--- src/hw/issue_pkg.sv ---
package issue_pkg;

    // datapath and register file sizes.
    localparam int xlen = 32;
    localparam int reg_addr_width = 5;
    localparam int num_regs = 32;
    localparam int imm_width = 12;

    // data memory and retire queue sizes.
    localparam int mem_words = 16;
    localparam int mem_addr_width = 4;
    localparam int retire_depth = 4;
    localparam int retire_cnt_width = $clog2(retire_depth + 1);

    typedef enum logic [2:0] {
        OP_ADD   = 3'd0,
        OP_SUB   = 3'd1,
        OP_AND   = 3'd2,
        OP_OR    = 3'd3,
        OP_XOR   = 3'd4,
        OP_ADDI  = 3'd5,
        OP_LOAD  = 3'd6,
        OP_STORE = 3'd7
    } op_t;

    // pre-decoded instruction as it arrives on the input port.
    typedef struct packed {
        op_t                       op;
        logic [reg_addr_width-1:0] rd;
        logic [reg_addr_width-1:0] rs1;
        logic [reg_addr_width-1:0] rs2;
        logic [imm_width-1:0]      imm;
    } instr_t;

    // decode to execute, operands already read.
    typedef struct packed {
        op_t                       op;
        logic [reg_addr_width-1:0] rd;
        logic [xlen-1:0]           a;
        logic [xlen-1:0]           b;
        logic [xlen-1:0]           imm;
    } issue_t;

    typedef struct packed {
        op_t                       op;
        logic [reg_addr_width-1:0] rd;
        logic [xlen-1:0]           value;
        logic                      wen;
    } wb_t;

    typedef struct packed {
        op_t                       op;
        logic [reg_addr_width-1:0] rd;
        logic [xlen-1:0]           value;
        logic                      wen;
    } retire_t;

endpackage

--- src/hw/execute_stage.sv ---
module execute_stage (
    input  logic              clk,
    input  logic              rst_n,
    input  logic              issue_valid,
    input  issue_pkg::issue_t issue_data,
    output logic              wb_valid,
    output issue_pkg::wb_t    wb_data
);
    import issue_pkg::*;

    logic [xlen-1:0]           dmem [mem_words];
    logic                      is_mem;
    logic [xlen-1:0]           addr_sum;
    logic [xlen-1:0]           alu_result;
    logic                      alu_valid;
    wb_t                       alu_q;
    logic                      mem_valid;
    op_t                       mem_op;
    logic [reg_addr_width-1:0] mem_rd;
    logic [mem_addr_width-1:0] mem_addr;
    logic [xlen-1:0]           mem_wdata;
    logic                      st_valid;
    logic                      ld_valid;
    wb_t                       ld_q;

    assign is_mem   = (issue_data.op == OP_LOAD) || (issue_data.op == OP_STORE);
    assign addr_sum = issue_data.a + issue_data.imm;

    always_comb begin
        case (issue_data.op)
            OP_ADD:  alu_result = issue_data.a + issue_data.b;
            OP_SUB:  alu_result = issue_data.a - issue_data.b;
            OP_AND:  alu_result = issue_data.a & issue_data.b;
            OP_OR:   alu_result = issue_data.a | issue_data.b;
            OP_XOR:  alu_result = issue_data.a ^ issue_data.b;
            OP_ADDI: alu_result = addr_sum;
            default: alu_result = '0;
        endcase
    end

    // alu path, one register stage.
    always_ff @(posedge clk or negedge rst_n) begin
        if (!rst_n) begin
            alu_valid <= 1'b0;
            mem_valid <= 1'b0;
            ld_valid  <= 1'b0;
        end else begin
            alu_valid <= issue_valid && !is_mem;
            mem_valid <= issue_valid && is_mem;
            ld_valid  <= mem_valid && (mem_op == OP_LOAD);
        end
    end

    always_ff @(posedge clk) begin
        if (issue_valid && !is_mem) begin
            alu_q.op    <= issue_data.op;
            alu_q.rd    <= issue_data.rd;
            alu_q.value <= alu_result;
            alu_q.wen   <= 1'b1;
        end
        // memory path, first stage holds the address.
        if (issue_valid && is_mem) begin
            mem_op    <= issue_data.op;
            mem_rd    <= issue_data.rd;
            mem_addr  <= addr_sum[mem_addr_width-1:0];
            mem_wdata <= issue_data.b;
        end
        // second stage registers the read word.
        if (mem_valid && (mem_op == OP_LOAD)) begin
            ld_q.op    <= mem_op;
            ld_q.rd    <= mem_rd;
            ld_q.value <= dmem[mem_addr];
            ld_q.wen   <= 1'b1;
        end
    end

    // a store retires from the first memory stage and writes at its end.
    assign st_valid = mem_valid && (mem_op == OP_STORE);

    always_ff @(posedge clk or negedge rst_n) begin
        if (!rst_n) begin
            for (int i = 0; i < mem_words; i++) begin
                dmem[i] <= '0;
            end
        end else if (st_valid) begin
            dmem[mem_addr] <= mem_wdata;
        end
    end

    // at most one of the three sources is valid in any cycle.
    assign wb_valid = alu_valid || st_valid || ld_valid;

    always_comb begin
        if (ld_valid) begin
            wb_data = ld_q;
        end else if (st_valid) begin
            wb_data.op    = mem_op;
            wb_data.rd    = mem_rd;
            wb_data.value = mem_wdata;
            wb_data.wen   = 1'b0;
        end else begin
            wb_data = alu_q;
        end
    end

endmodule

--- src/hw/hazard_stall.sv ---
module hazard_stall (
    input  logic                                   clk,
    input  logic                                   rst_n,
    input  logic                                   dec_valid,
    input  issue_pkg::instr_t                      dec_instr,
    input  logic                                   issue_valid,
    input  logic                                   wb_valid,
    input  logic [issue_pkg::reg_addr_width-1:0]   wb_rd,
    input  logic [issue_pkg::retire_cnt_width-1:0] retire_free,
    output logic                                   issue_ok
);
    import issue_pkg::*;

    logic [num_regs-1:0]         busy;
    logic                        load_last;
    logic [retire_cnt_width-1:0] inflight;
    logic                        use_rs2;
    logic                        rs1_wait;
    logic                        rs2_wait;
    logic                        writes_rd;

    // addi and load have no second source.
    assign use_rs2   = !(dec_instr.op == OP_ADDI || dec_instr.op == OP_LOAD);
    assign rs1_wait  = (dec_instr.rs1 != '0) && busy[dec_instr.rs1];
    assign rs2_wait  = use_rs2 && (dec_instr.rs2 != '0) && busy[dec_instr.rs2];
    assign writes_rd = (dec_instr.op != OP_STORE) && (dec_instr.rd != '0);

    // a load lands two cycles out, so an alu op right behind it would
    // hit writeback in the same cycle.
    assign issue_ok = dec_valid && !rs1_wait && !rs2_wait && !load_last
                      && (retire_free > inflight);

    always_ff @(posedge clk or negedge rst_n) begin
        if (!rst_n) begin
            busy      <= '0;
            load_last <= 1'b0;
            inflight  <= '0;
        end else begin
            if (wb_valid) begin
                busy[wb_rd] <= 1'b0;
            end
            // set after clear so a new writer of the same register wins.
            if (issue_valid && writes_rd) begin
                busy[dec_instr.rd] <= 1'b1;
            end
            load_last <= issue_valid && (dec_instr.op == OP_LOAD);
            case ({issue_valid, wb_valid})
                2'b10:   inflight <= inflight + 1'b1;
                2'b01:   inflight <= inflight - 1'b1;
                default: inflight <= inflight;
            endcase
        end
    end

endmodule

--- src/hw/instr_queue.sv ---
module instr_queue (
    input  logic              clk,
    input  logic              rst_n,
    input  logic              in_valid,
    output logic              in_ready,
    input  issue_pkg::instr_t in_instr,
    output logic              q_valid,
    input  logic              q_ready,
    output issue_pkg::instr_t q_instr
);
    import issue_pkg::*;

    instr_t     entry [2];
    logic       wr_ptr;
    logic       rd_ptr;
    logic [1:0] count;
    logic       push;
    logic       pop;

    // ready comes from the occupancy register only, never from decode.
    assign in_ready = (count != 2'd2);
    assign q_valid  = (count != 2'd0);
    assign q_instr  = entry[rd_ptr];

    assign push = in_valid && in_ready;
    assign pop  = q_valid && q_ready;

    always_ff @(posedge clk or negedge rst_n) begin
        if (!rst_n) begin
            wr_ptr <= 1'b0;
            rd_ptr <= 1'b0;
            count  <= 2'd0;
        end else begin
            if (push) begin
                wr_ptr <= ~wr_ptr;
            end
            if (pop) begin
                rd_ptr <= ~rd_ptr;
            end
            case ({push, pop})
                2'b10:   count <= count + 2'd1;
                2'b01:   count <= count - 2'd1;
                default: count <= count;
            endcase
        end
    end

    always_ff @(posedge clk) begin
        if (push) begin
            entry[wr_ptr] <= in_instr;
        end
    end

endmodule

--- src/hw/issue_top.sv ---
module issue_top (
    input  logic               clk,
    input  logic               rst_n,
    input  logic               in_valid,
    output logic               in_ready,
    input  issue_pkg::instr_t  in_instr,
    output logic               out_valid,
    input  logic               out_ready,
    output issue_pkg::retire_t out_retire
);
    import issue_pkg::*;

    logic                        q_valid;
    logic                        q_ready;
    instr_t                      q_instr;
    logic                        dec_valid;
    instr_t                      dec_instr;
    logic                        issue_ok;
    logic [reg_addr_width-1:0]   rs1;
    logic [reg_addr_width-1:0]   rs2;
    logic [xlen-1:0]             rs1_data;
    logic [xlen-1:0]             rs2_data;
    logic                        issue_valid;
    issue_t                      issue_data;
    logic                        wb_valid;
    wb_t                         wb_data;
    logic [retire_cnt_width-1:0] retire_free;

    instr_queue instr_queue_inst (
        .clk      (clk),
        .rst_n    (rst_n),
        .in_valid (in_valid),
        .in_ready (in_ready),
        .in_instr (in_instr),
        .q_valid  (q_valid),
        .q_ready  (q_ready),
        .q_instr  (q_instr)
    );

    operand_read_stage operand_read_stage_inst (
        .clk         (clk),
        .rst_n       (rst_n),
        .q_valid     (q_valid),
        .q_ready     (q_ready),
        .q_instr     (q_instr),
        .dec_valid   (dec_valid),
        .dec_instr   (dec_instr),
        .issue_ok    (issue_ok),
        .rs1         (rs1),
        .rs2         (rs2),
        .rs1_data    (rs1_data),
        .rs2_data    (rs2_data),
        .issue_valid (issue_valid),
        .issue_data  (issue_data)
    );

    hazard_stall hazard_stall_inst (
        .clk         (clk),
        .rst_n       (rst_n),
        .dec_valid   (dec_valid),
        .dec_instr   (dec_instr),
        .issue_valid (issue_valid),
        .wb_valid    (wb_valid),
        .wb_rd       (wb_data.rd),
        .retire_free (retire_free),
        .issue_ok    (issue_ok)
    );

    execute_stage execute_stage_inst (
        .clk         (clk),
        .rst_n       (rst_n),
        .issue_valid (issue_valid),
        .issue_data  (issue_data),
        .wb_valid    (wb_valid),
        .wb_data     (wb_data)
    );

    writeback_regfile writeback_regfile_inst (
        .clk         (clk),
        .rst_n       (rst_n),
        .wb_valid    (wb_valid),
        .wb_data     (wb_data),
        .rs1         (rs1),
        .rs2         (rs2),
        .rs1_data    (rs1_data),
        .rs2_data    (rs2_data),
        .retire_free (retire_free),
        .out_valid   (out_valid),
        .out_ready   (out_ready),
        .out_retire  (out_retire)
    );

endmodule

--- src/hw/operand_read_stage.sv ---
module operand_read_stage (
    input  logic                                clk,
    input  logic                                rst_n,
    input  logic                                q_valid,
    output logic                                q_ready,
    input  issue_pkg::instr_t                   q_instr,
    output logic                                dec_valid,
    output issue_pkg::instr_t                   dec_instr,
    input  logic                                issue_ok,
    output logic [issue_pkg::reg_addr_width-1:0] rs1,
    output logic [issue_pkg::reg_addr_width-1:0] rs2,
    input  logic [issue_pkg::xlen-1:0]          rs1_data,
    input  logic [issue_pkg::xlen-1:0]          rs2_data,
    output logic                                issue_valid,
    output issue_pkg::issue_t                   issue_data
);
    import issue_pkg::*;

    logic fire;

    // the decode slot empties on the same edge that it issues.
    assign fire        = dec_valid && issue_ok;
    assign issue_valid = fire;
    assign q_ready     = !dec_valid || fire;

    // source addresses go straight to the register file.
    assign rs1 = dec_instr.rs1;
    assign rs2 = dec_instr.rs2;

    always_comb begin
        issue_data.op  = dec_instr.op;
        issue_data.rd  = dec_instr.rd;
        issue_data.a   = rs1_data;
        issue_data.b   = rs2_data;
        // sign-extend the immediate to full width.
        issue_data.imm = {{(xlen - imm_width){dec_instr.imm[imm_width-1]}}, dec_instr.imm};
    end

    always_ff @(posedge clk or negedge rst_n) begin
        if (!rst_n) begin
            dec_valid <= 1'b0;
        end else if (q_ready) begin
            dec_valid <= q_valid;
        end
    end

    always_ff @(posedge clk) begin
        if (q_valid && q_ready) begin
            dec_instr <= q_instr;
        end
    end

endmodule

--- src/hw/writeback_regfile.sv ---
module writeback_regfile (
    input  logic                                   clk,
    input  logic                                   rst_n,
    input  logic                                   wb_valid,
    input  issue_pkg::wb_t                         wb_data,
    input  logic [issue_pkg::reg_addr_width-1:0]   rs1,
    input  logic [issue_pkg::reg_addr_width-1:0]   rs2,
    output logic [issue_pkg::xlen-1:0]             rs1_data,
    output logic [issue_pkg::xlen-1:0]             rs2_data,
    output logic [issue_pkg::retire_cnt_width-1:0] retire_free,
    output logic                                   out_valid,
    input  logic                                   out_ready,
    output issue_pkg::retire_t                     out_retire
);
    import issue_pkg::*;

    logic [xlen-1:0]                 regs [num_regs];
    logic                            reg_we;
    retire_t                         fifo [retire_depth];
    logic [$clog2(retire_depth)-1:0] wr_ptr;
    logic [$clog2(retire_depth)-1:0] rd_ptr;
    logic [retire_cnt_width-1:0]     count;
    logic                            pop;

    // r0 is never written.
    assign reg_we = wb_valid && wb_data.wen && (wb_data.rd != '0);

    function automatic logic [xlen-1:0] read_reg(input logic [reg_addr_width-1:0] addr);
        if (addr == '0) begin
            return '0;
        end
        // same-cycle write passes through.
        if (reg_we && (wb_data.rd == addr)) begin
            return wb_data.value;
        end
        return regs[addr];
    endfunction

    assign rs1_data = read_reg(rs1);
    assign rs2_data = read_reg(rs2);

    always_ff @(posedge clk or negedge rst_n) begin
        if (!rst_n) begin
            for (int i = 0; i < num_regs; i++) begin
                regs[i] <= '0;
            end
        end else if (reg_we) begin
            regs[wb_data.rd] <= wb_data.value;
        end
    end

    // retire fifo, never full on push thanks to the issue credit check.
    assign out_valid   = (count != '0);
    assign out_retire  = fifo[rd_ptr];
    assign pop         = out_valid && out_ready;
    assign retire_free = retire_cnt_width'(retire_depth) - count;

    always_ff @(posedge clk or negedge rst_n) begin
        if (!rst_n) begin
            wr_ptr <= '0;
            rd_ptr <= '0;
            count  <= '0;
        end else begin
            if (wb_valid) begin
                wr_ptr <= wr_ptr + 1'b1;
            end
            if (pop) begin
                rd_ptr <= rd_ptr + 1'b1;
            end
            case ({wb_valid, pop})
                2'b10:   count <= count + 1'b1;
                2'b01:   count <= count - 1'b1;
                default: count <= count;
            endcase
        end
    end

    always_ff @(posedge clk) begin
        if (wb_valid) begin
            fifo[wr_ptr].op    <= wb_data.op;
            fifo[wr_ptr].rd    <= wb_data.rd;
            fifo[wr_ptr].value <= wb_data.value;
            fifo[wr_ptr].wen   <= wb_data.wen;
        end
    end

endmodule

--- config.mk ---
export PLATFORM = sky130hd
export DESIGN_NAME = issue_top
export DESIGN_NICKNAME = d
export VERILOG_FILES = /design/src/hw/issue_pkg.sv /design/src/hw/execute_stage.sv /design/src/hw/hazard_stall.sv /design/src/hw/instr_queue.sv /design/src/hw/issue_top.sv /design/src/hw/operand_read_stage.sv /design/src/hw/writeback_regfile.sv
export SDC_FILE = /design/constraint.sdc
export NUM_CORES = 2
export LEC_CHECK = 0
export BUFFER_PORTS_ARGS = -buffer_cell sky130_fd_sc_hd__buf_2
export CORE_MARGIN = 2
export CORE_UTILIZATION = 58
export CTS_CLUSTER_DIAMETER = 60
export DETAILED_ROUTE_END_ITERATION = 16
export PLACE_DENSITY = 0.75
export SLEW_MARGIN = 10
export SYNTH_ARGS = -nofsm -noshare
export SYNTH_HDL_FRONTEND = slang
export SYNTH_SLANG_ARGS = --single-unit
--- constraint.sdc ---
create_clock -name clk -period 6.4 [get_ports clk]
set_input_delay 1.28 -clock clk [delete_from_list [all_inputs] [get_ports clk]]
set_output_delay 1.28 -clock clk [all_outputs]
set_load 0.03 [all_outputs]
After elaboration in Yosys (flattened, before gate mapping)
Memories as Yosys holds them, arrays and structs flattened. A register that Yosys moved wholly into a read port is not among the register bits.
Cells that the tools add are included.
- memories kept: 2
- bits in registers: 1711
- memory bits (writable): 224
- input bits: 34
- output and inout bits: 43
- word-level logic and storage cells: 227
- add/subtract/negate cells: 12
- bitwise logic cells: 12
- equality and inequality tests: 19
- $lt $le $gt $ge: 13
- muxes and demuxes: 49
- reductions and logical operators: 49
- memory list (memory ; depth ; width ; read ports ; clocked after Yosys merged registers in ; wr ports ; line ; source):
    writeback_regfile_inst.fifo ; 4 ; 41 ; 1 ; 0 ; 1 ; writeback_regfile.sv:19 ; retire_t fifo [retire_depth];
    instr_queue_inst.entry ; 2 ; 30 ; 1 ; 1 ; 1 ; instr_queue.sv:13 ; instr_t entry [2];
- operators with widths (operator ; count):
    $bwmux W1024 ; 1
    $mux W32 ; 18
    $bwmux W512 ; 1
    $bmux W32 S5 ; 2
    $pmux W32 S6 ; 1
    $demux W32 S5 ; 1
    $bmux W32 S4 ; 1
    $demux W32 S4 ; 1
    $mux W41 ; 2
    $add A32 B32 Y32 ; 2
    $and A32 B32 Y32 ; 2
    $or A32 B32 Y32 ; 2
    $not A32 Y32 ; 1
    $sub A32 B32 Y32 ; 1
    $xor A32 B32 Y32 ; 1
    $logic_and A1 B1 Y1 ; 26
    $lt A5 B6 Y1 const B ; 4
    $reduce_bool A5 Y1 ; 4
    $eq A3 B3 Y1 const B ; 6
    $ge A6 B6 Y1 const B ; 3
    $not A5 Y6 ; 3
    $mux W1 ; 14
    $pmux W3 S2 ; 2
    $bmux W1 S5 ; 2
    other kinds (27) ; 53

Logic depth before layout (Yosys ltp)
- depth in word-level cells: 14
- mapped depth: 33
- depth with buffers taken out: 28

Cells and area by module
From an unflattened synthesis, not the netlist that was laid out.
- cell total of the unflattened synthesis: 7251
- area, all modules: 101875.2 µm²
- modules (own cells, without submodules) (module ; sequential area each (µm²) ; instances ; cells an instance ; area an instance (µm²)):
    writeback_regfile ; 30724.5 ; 1 ; 4321 ; 62233.4
    execute_stage ; 16610.9 ; 1 ; 2441 ; 33264.4
    instr_queue ; 1901.8 ; 1 ; 110 ; 2357.3
    hazard_stall ; 875.8 ; 1 ; 230 ; 2203.4
    operand_read_stage ; 925.9 ; 1 ; 149 ; 1816.7

Least setup slack after synthesis
OpenSTA, ideal clock, no wires.
- path type: reg2reg
- start: register, netlist name operand_read_stage_inst.rs1[0]
- end: register execute_stage_inst.alu_q[30] (netlist bit) (data pin)
- buffers on the path: 6
- data required time: 6.135 ns
- period minus slack after synthesis: 6.414 ns
- stages on the path, launching flop included: 25
- arrival: 6.148 ns
- setup time: 0.265 ns
- path slack: -0.014 ns
- cells stage by stage: edfxtp_1 buf_2 buf_2 buf_2 buf_2 buf_2 buf_1 mux4_2 mux4_2 mux2i_1 o21ai_0 nand2_1 inv_1 ha_1 a211oi_1 o21ai_0 a2111oi_0 o311ai_0 o211ai_1 a311oi_1 a211o_1 a31oi_1 xor2_1 nor2_1 or3_1
- cells in the longest elaborated chain, start to end: 8
- elaborated cells between the ends (all ways): 20
- classes of those cells: 3 x add/sub; 1 x eq/ne; 10 x mux; 4 x bitwise; 2 x reduce/logical
- ends and longest elaborated chain (what ; line ; source):
    $not A5 Y6 (not written as such) / $eq A5 B5 Y1 (equally long branches) ; writeback_regfile.sv:36, writeback_regfile.sv:33 ;
    $bmux W32 S5 / $logic_and A1 B1 Y1 (equally long branches) ; writeback_regfile.sv:36, writeback_regfile.sv:33 ;
    $mux W32 (not written as such) / $mux W1 (equally long branches) (2 in a row) ; writeback_regfile.sv:36, writeback_regfile.sv:33 ;
    $mux W32 ; writeback_regfile.sv:36 ; return regs[addr];
    $mux W32 * ; writeback_regfile.sv:33 ; if (reg_we && (wb_data.rd == addr)) begin
    $add A32 B32 Y32 (tied with other cells) ; execute_stage.sv:27 ; assign addr_sum = issue_data.a + issue_data.imm;
    $pmux W32 S6 * ; execute_stage.sv:30 ; case (issue_data.op)
    end: declaration ; execute_stage.sv:16 ; wb_t alu_q;
Every way passes the cells marked *; elsewhere a longest branch is shown, timed or not. The select of a mux whose other input is x is not followed.
A chain may end at the register's enable or synchronous reset.

Worst setup path after layout
- start: register execute_stage_inst.mem_op[1]
- end: register execute_stage_inst.alu_q[30] (netlist bit) (data pin)
- cells in the longest elaborated chain, start to end: 13
- elaborated cells between the ends (all ways): 30
- classes of those cells: 3 x add/sub; 3 x eq/ne; 13 x mux; 3 x bitwise; 8 x reduce/logical
- ends and longest elaborated chain (what ; line ; source):
    start: declaration ; execute_stage.sv:18 ; op_t mem_op;
    start signal: assignment ; execute_stage.sv:63 ; mem_op <= issue_data.op;
    $eq A3 B3 Y1 * ; execute_stage.sv:78 ; assign st_valid = mem_valid && (mem_op == OP_STORE);
    $logic_and A1 B1 Y1 * ; execute_stage.sv:78 ;
    $mux W41 / $logic_or A1 B1 Y1 (equally long branches) ; execute_stage.sv:96, execute_stage.sv:91 ;
    $mux W41 / $logic_or A1 B1 Y1 (equally long branches) ; execute_stage.sv:94, execute_stage.sv:91 ;
    $reduce_bool A5 Y1 / $logic_and A1 B1 Y1 (equally long branches) ; writeback_regfile.sv:26 ; assign reg_we = wb_valid && wb_data.wen && (wb_data.rd != '0);
    $logic_and A1 B1 Y1 ; writeback_regfile.sv:26 ;
    $logic_and A1 B1 Y1 ; writeback_regfile.sv:33 ;
    $mux W1 (2 in a row) ; writeback_regfile.sv:33 ;
    $mux W32 ; writeback_regfile.sv:36 ;
    $mux W32 ; writeback_regfile.sv:33 ;
    $add A32 B32 Y32 (tied with other cells) ; execute_stage.sv:27 ;
    $pmux W32 S6 * ; execute_stage.sv:30 ;
Marks and branches as above.

==> impl_results.md <==
- Count of cell types in the netlist: 91
- Die width: approximately 420 um
- Crit path DAT: 6.80 ns
- Tot Pwr: around 60 mW
- Ys Warns: 0
- Total GRT Usage: 0.351
- Crit end category: flip-flop
- Mapped Cells: 7646
- Initial core utilization: 0.585
- CTS tree: done
- Final slew viol count: 0
- Initial DRC count: around 9400
- Count of hold-fix buffers inserted at cts: 0
- Die area: ~170000 um^2
- Row cnt: 150
- Final hold vios: 0
- Period utilization: 0.967
- VDD IR max: just under 0.0004 V
- IO Count: between 70 and 80
- GRT overflow: 0
- Status: complete, no violations
- Iteration count of the initial detailed-routing pass: 9
- CTS root buf: clkbuf_16
- Post-route cell area: around 110000 um^2
- Sequential-to-total area share from yosys stat: 0.521
- Via density per instance: 6.81
- F_max: roughly 0.16 GHz
- Vias in the first global route: around 70000
- Crit Path Category: flip-flop to flip-flop
- Worst-Margin Slew: roughly 1.3 ns
- Largest area contributor in the synthesized netlist: dfrtp_1
- Leakage: between 40 and 50 nW
- Final ANT Viol Nets: 0
- CP startpoint kind: flip-flop
- Synthesized area per cell: between 10 and 15 um^2
- Mux cell area share after synthesis: 0.264
- CTS clk-pin slew, worst paths: approximately 0.06 ns
- Cell Area, Synth: just under 100000 um^2
- Largest net degree at the start of global routing: 170
- Final min period: 6.19 ns
- First-pass GRT wire length: 450000 um
- Synthesized Nets: slightly below 8000
- Initial antenna violation count: 6
- Share of cells above drive strength 1: 0.307
- Crit-path max FO: 24
- Post-synth top area share: 0.405
- Slew HR: 0.120
- Max Cap Violations: 0
- WP data required: 7.01 ns
- CTS buffer count: roughly 200
- Core box area: 168000 um^2
- Largest cells by area after synthesis: dfrtp_1 41%, mux4_2 19%, edfxtp_1 12%, mux2_2 6.6%, o21ai_0 5.9%
- Area grow syn2layout: 12.0%
- Die Ht: slightly above 400 um
- # setup viols final: 0
- Simple-gate portion of the synthesized area: 0.0687
- Power Dens Cells: 551 nW/um^2
- Worst min path class: flip-flop to flip-flop
- Port Buffers: 76
- Post-synthesis register bit count: between 1500 and 2000
- Largest family of logic cells by synthesized area: multiplexers
- Placed Area: ~100000 um^2
- Primary flip-flop cell chosen by synthesis mapping: dfrtp_1
- Async SR Flop Fraction: 0.808
- Post-synthesis adder-cell area fraction: 0.0186
- Detailed Place HPWL: between 150000 and 200000 um
- Drt drc: 0
- Wire length per cell: just under 30 um
- Via Count: just under 70000
- Final WL: about 300000 um
- EDFF count, synth: approximately 380
- CTS sink count: 1965
- Nets: just under 8000
- Htree depth: 4
- Final Wtd Congestion: just over 1
- Worst Skew: between 0.04 and 0.05 ns
- Synth Area in Compound Gates: 0.0846
- Worst-skew pair later-pin latency: 0.88 ns
- Clk buf depth: 3
- Post-Synth XOR/XNOR Area: 0.00902
worst paths after layout:
check,start,to,slack [ns],depth (start not counted)
max in group asynchronous,rst_n,writeback_regfile_inst.regs[398],4.34,2
hold / removal,writeback_regfile_inst.regs[1008],writeback_regfile_inst.regs[1008],0.40,0
hold reg to reg,writeback_regfile_inst.regs[1008],writeback_regfile_inst.regs[1008],0.40,0
min in group asynchronous,rst_n,writeback_regfile_inst.regs[473],0.46,1
setup reg to reg,execute_stage_inst.mem_op[1],execute_stage_inst.alu_q[30],0.21,23
setup / recovery,execute_stage_inst.mem_op[1],execute_stage_inst.alu_q[30],0.21,23
placed cells by master (no fill, tap or decap), types with 29 or more instances in the layout:
master,Yosys,final
a21oi_1,142,118
edfxtp_1,378,378
buf_4,18,390
buf_2,33,75
o21ai_0,1152,1149
xnor2_1,70,70
nor2_1,131,116
clkbuf_1,523,43
mux2i_1,82,76
xor2_1,31,31
clkbuf_8,0,33
buf_12,0,43
mux2_2,573,573
nand2_1,1241,1209
nor3_1,34,29
clkinv_2,0,43
ha_1,139,139
clkbuf_16,0,208
mux4_2,826,826
inv_1,142,140
a21o_1,31,31
nand3_1,48,45
dfrtp_1,1587,1584
power breakdown:
group	switching [mW]	internal, mW
sequential	2.63	16.4
combinational	17.1	12.2
clock	5.28	6.87
total	25.0	35.5
worst max-delay path, stage by stage, from the launching register on:
cell,delay (ns)
edfxtp_1,0.38
and4_4,0.36
mux2i_1,0.35
a211oi_2,0.14
a41o_1,0.31
or4_4,0.70
buf_4,0.33
nor2_1,0.16
a21oi_1,0.05
or2_2,0.34
inv_1,0.16
ha_1,0.25
nand2_1,0.08
nand2_1,0.10
a2111oi_0,0.07
buf_4,0.16
o311ai_0,0.38
o211ai_1,0.29
a311oi_1,0.45
a211o_1,0.22
a31oi_1,0.10
xor2_1,0.14
nor2_1,0.06
or3_1,0.33
synthesized netlist by cell type (21+ instances only):
cell type	count
inv_1	142
nor2_1	131
ha_1	139
nand2b_1	29
a21o_1	31
nand3_1	48
a31oi_1	28
mux4_2	826
mux2i_1	82
o21ai_0	1152
buf_1	82
xor2_1	31
nor3_1	34
clkbuf_1	523
mux2_2	573
xnor2_1	70
edfxtp_1	378
o22ai_1	21
buf_2	33
a21oi_1	142
nand2_1	1241
or2_2	27
dfrtp_1	1587
stage by stage:
| stage | setup slack [ns] | hold WS [ns] | utilization | std cells | setup TNS (ns) |
|---|---|---|---|---|---|
| after CTS | 0.0675 | 0.397 | 0.654 | 10073 | 0 |
| after global placement | 0.0812 | 0.376 | 0.613 | 9691 | 0 |
| after detailed placement | 0.0912 | 0.382 | 0.613 | 9691 | 0 |
| final | 0.212 | 0.399 | 0.655 | 10079 | 0 |
| after global routing | -0.0534 | 0.412 | 0.655 | 10077 | -0.0710 |
| after floorplan | 0.00268 | 0.418 | - | 7646 | 0 |
sequential cells by signal, summed over array words and instances, names as in the netlist, 32 cells and up:
name / flops
instr_queue_inst.entry: 60
writeback_regfile_inst.fifo: 164
execute_stage_inst.mem_wdata: 32
hazard_stall_inst.busy: 32
execute_stage_inst.ld_q: 40
execute_stage_inst.dmem: 512
execute_stage_inst.alu_q: 40
writeback_regfile_inst.regs: 1024
cells by family (layout without fill, tap and decap cells):
family	Yosys count	count (layout)
AO/OA/AOI/OAI	1522	1522
XOR/XNOR	101	101
adder cells (fa/ha/maj)	143	143
buffers and inverters	819	1046
flip-flops	1965	1965
multiplexers	1482	1482
other	0	2
AND/OR/NAND/NOR	1614	1614
cell type report:
type,count,area [um^2]
Clock buffer,283,5780
Antenna cell,2,5.00
Multi-Input combinational cell,4862,44100
Fill cell,11682,57800
Inverter,144,551
Tap cell,2204,2760
Sequential cell,1965,51100
Clock inverter,99,1130
Timing Repair Buffer,520,4400
repair_timing:
| item | in CTS | in global routing |
|---|---|---|
| setup endpoints to repair | 0 | 11 |
| buffers inserted | 0 | 2 |
| resized for setup | 0 | 33 |
| hold endpoints to repair | 0 | 0 |
layer usage:
metal  GRT usage  vias up  routed length (um)
li1            -    28252                   -
met1       0.492    35118              115000
met5           0        -                   0
met2       0.508     4313              132000
met4       0.183        0               17800
met3      0.0970      934               35900
No activity file was read; power rests on OpenSTA's default activity.
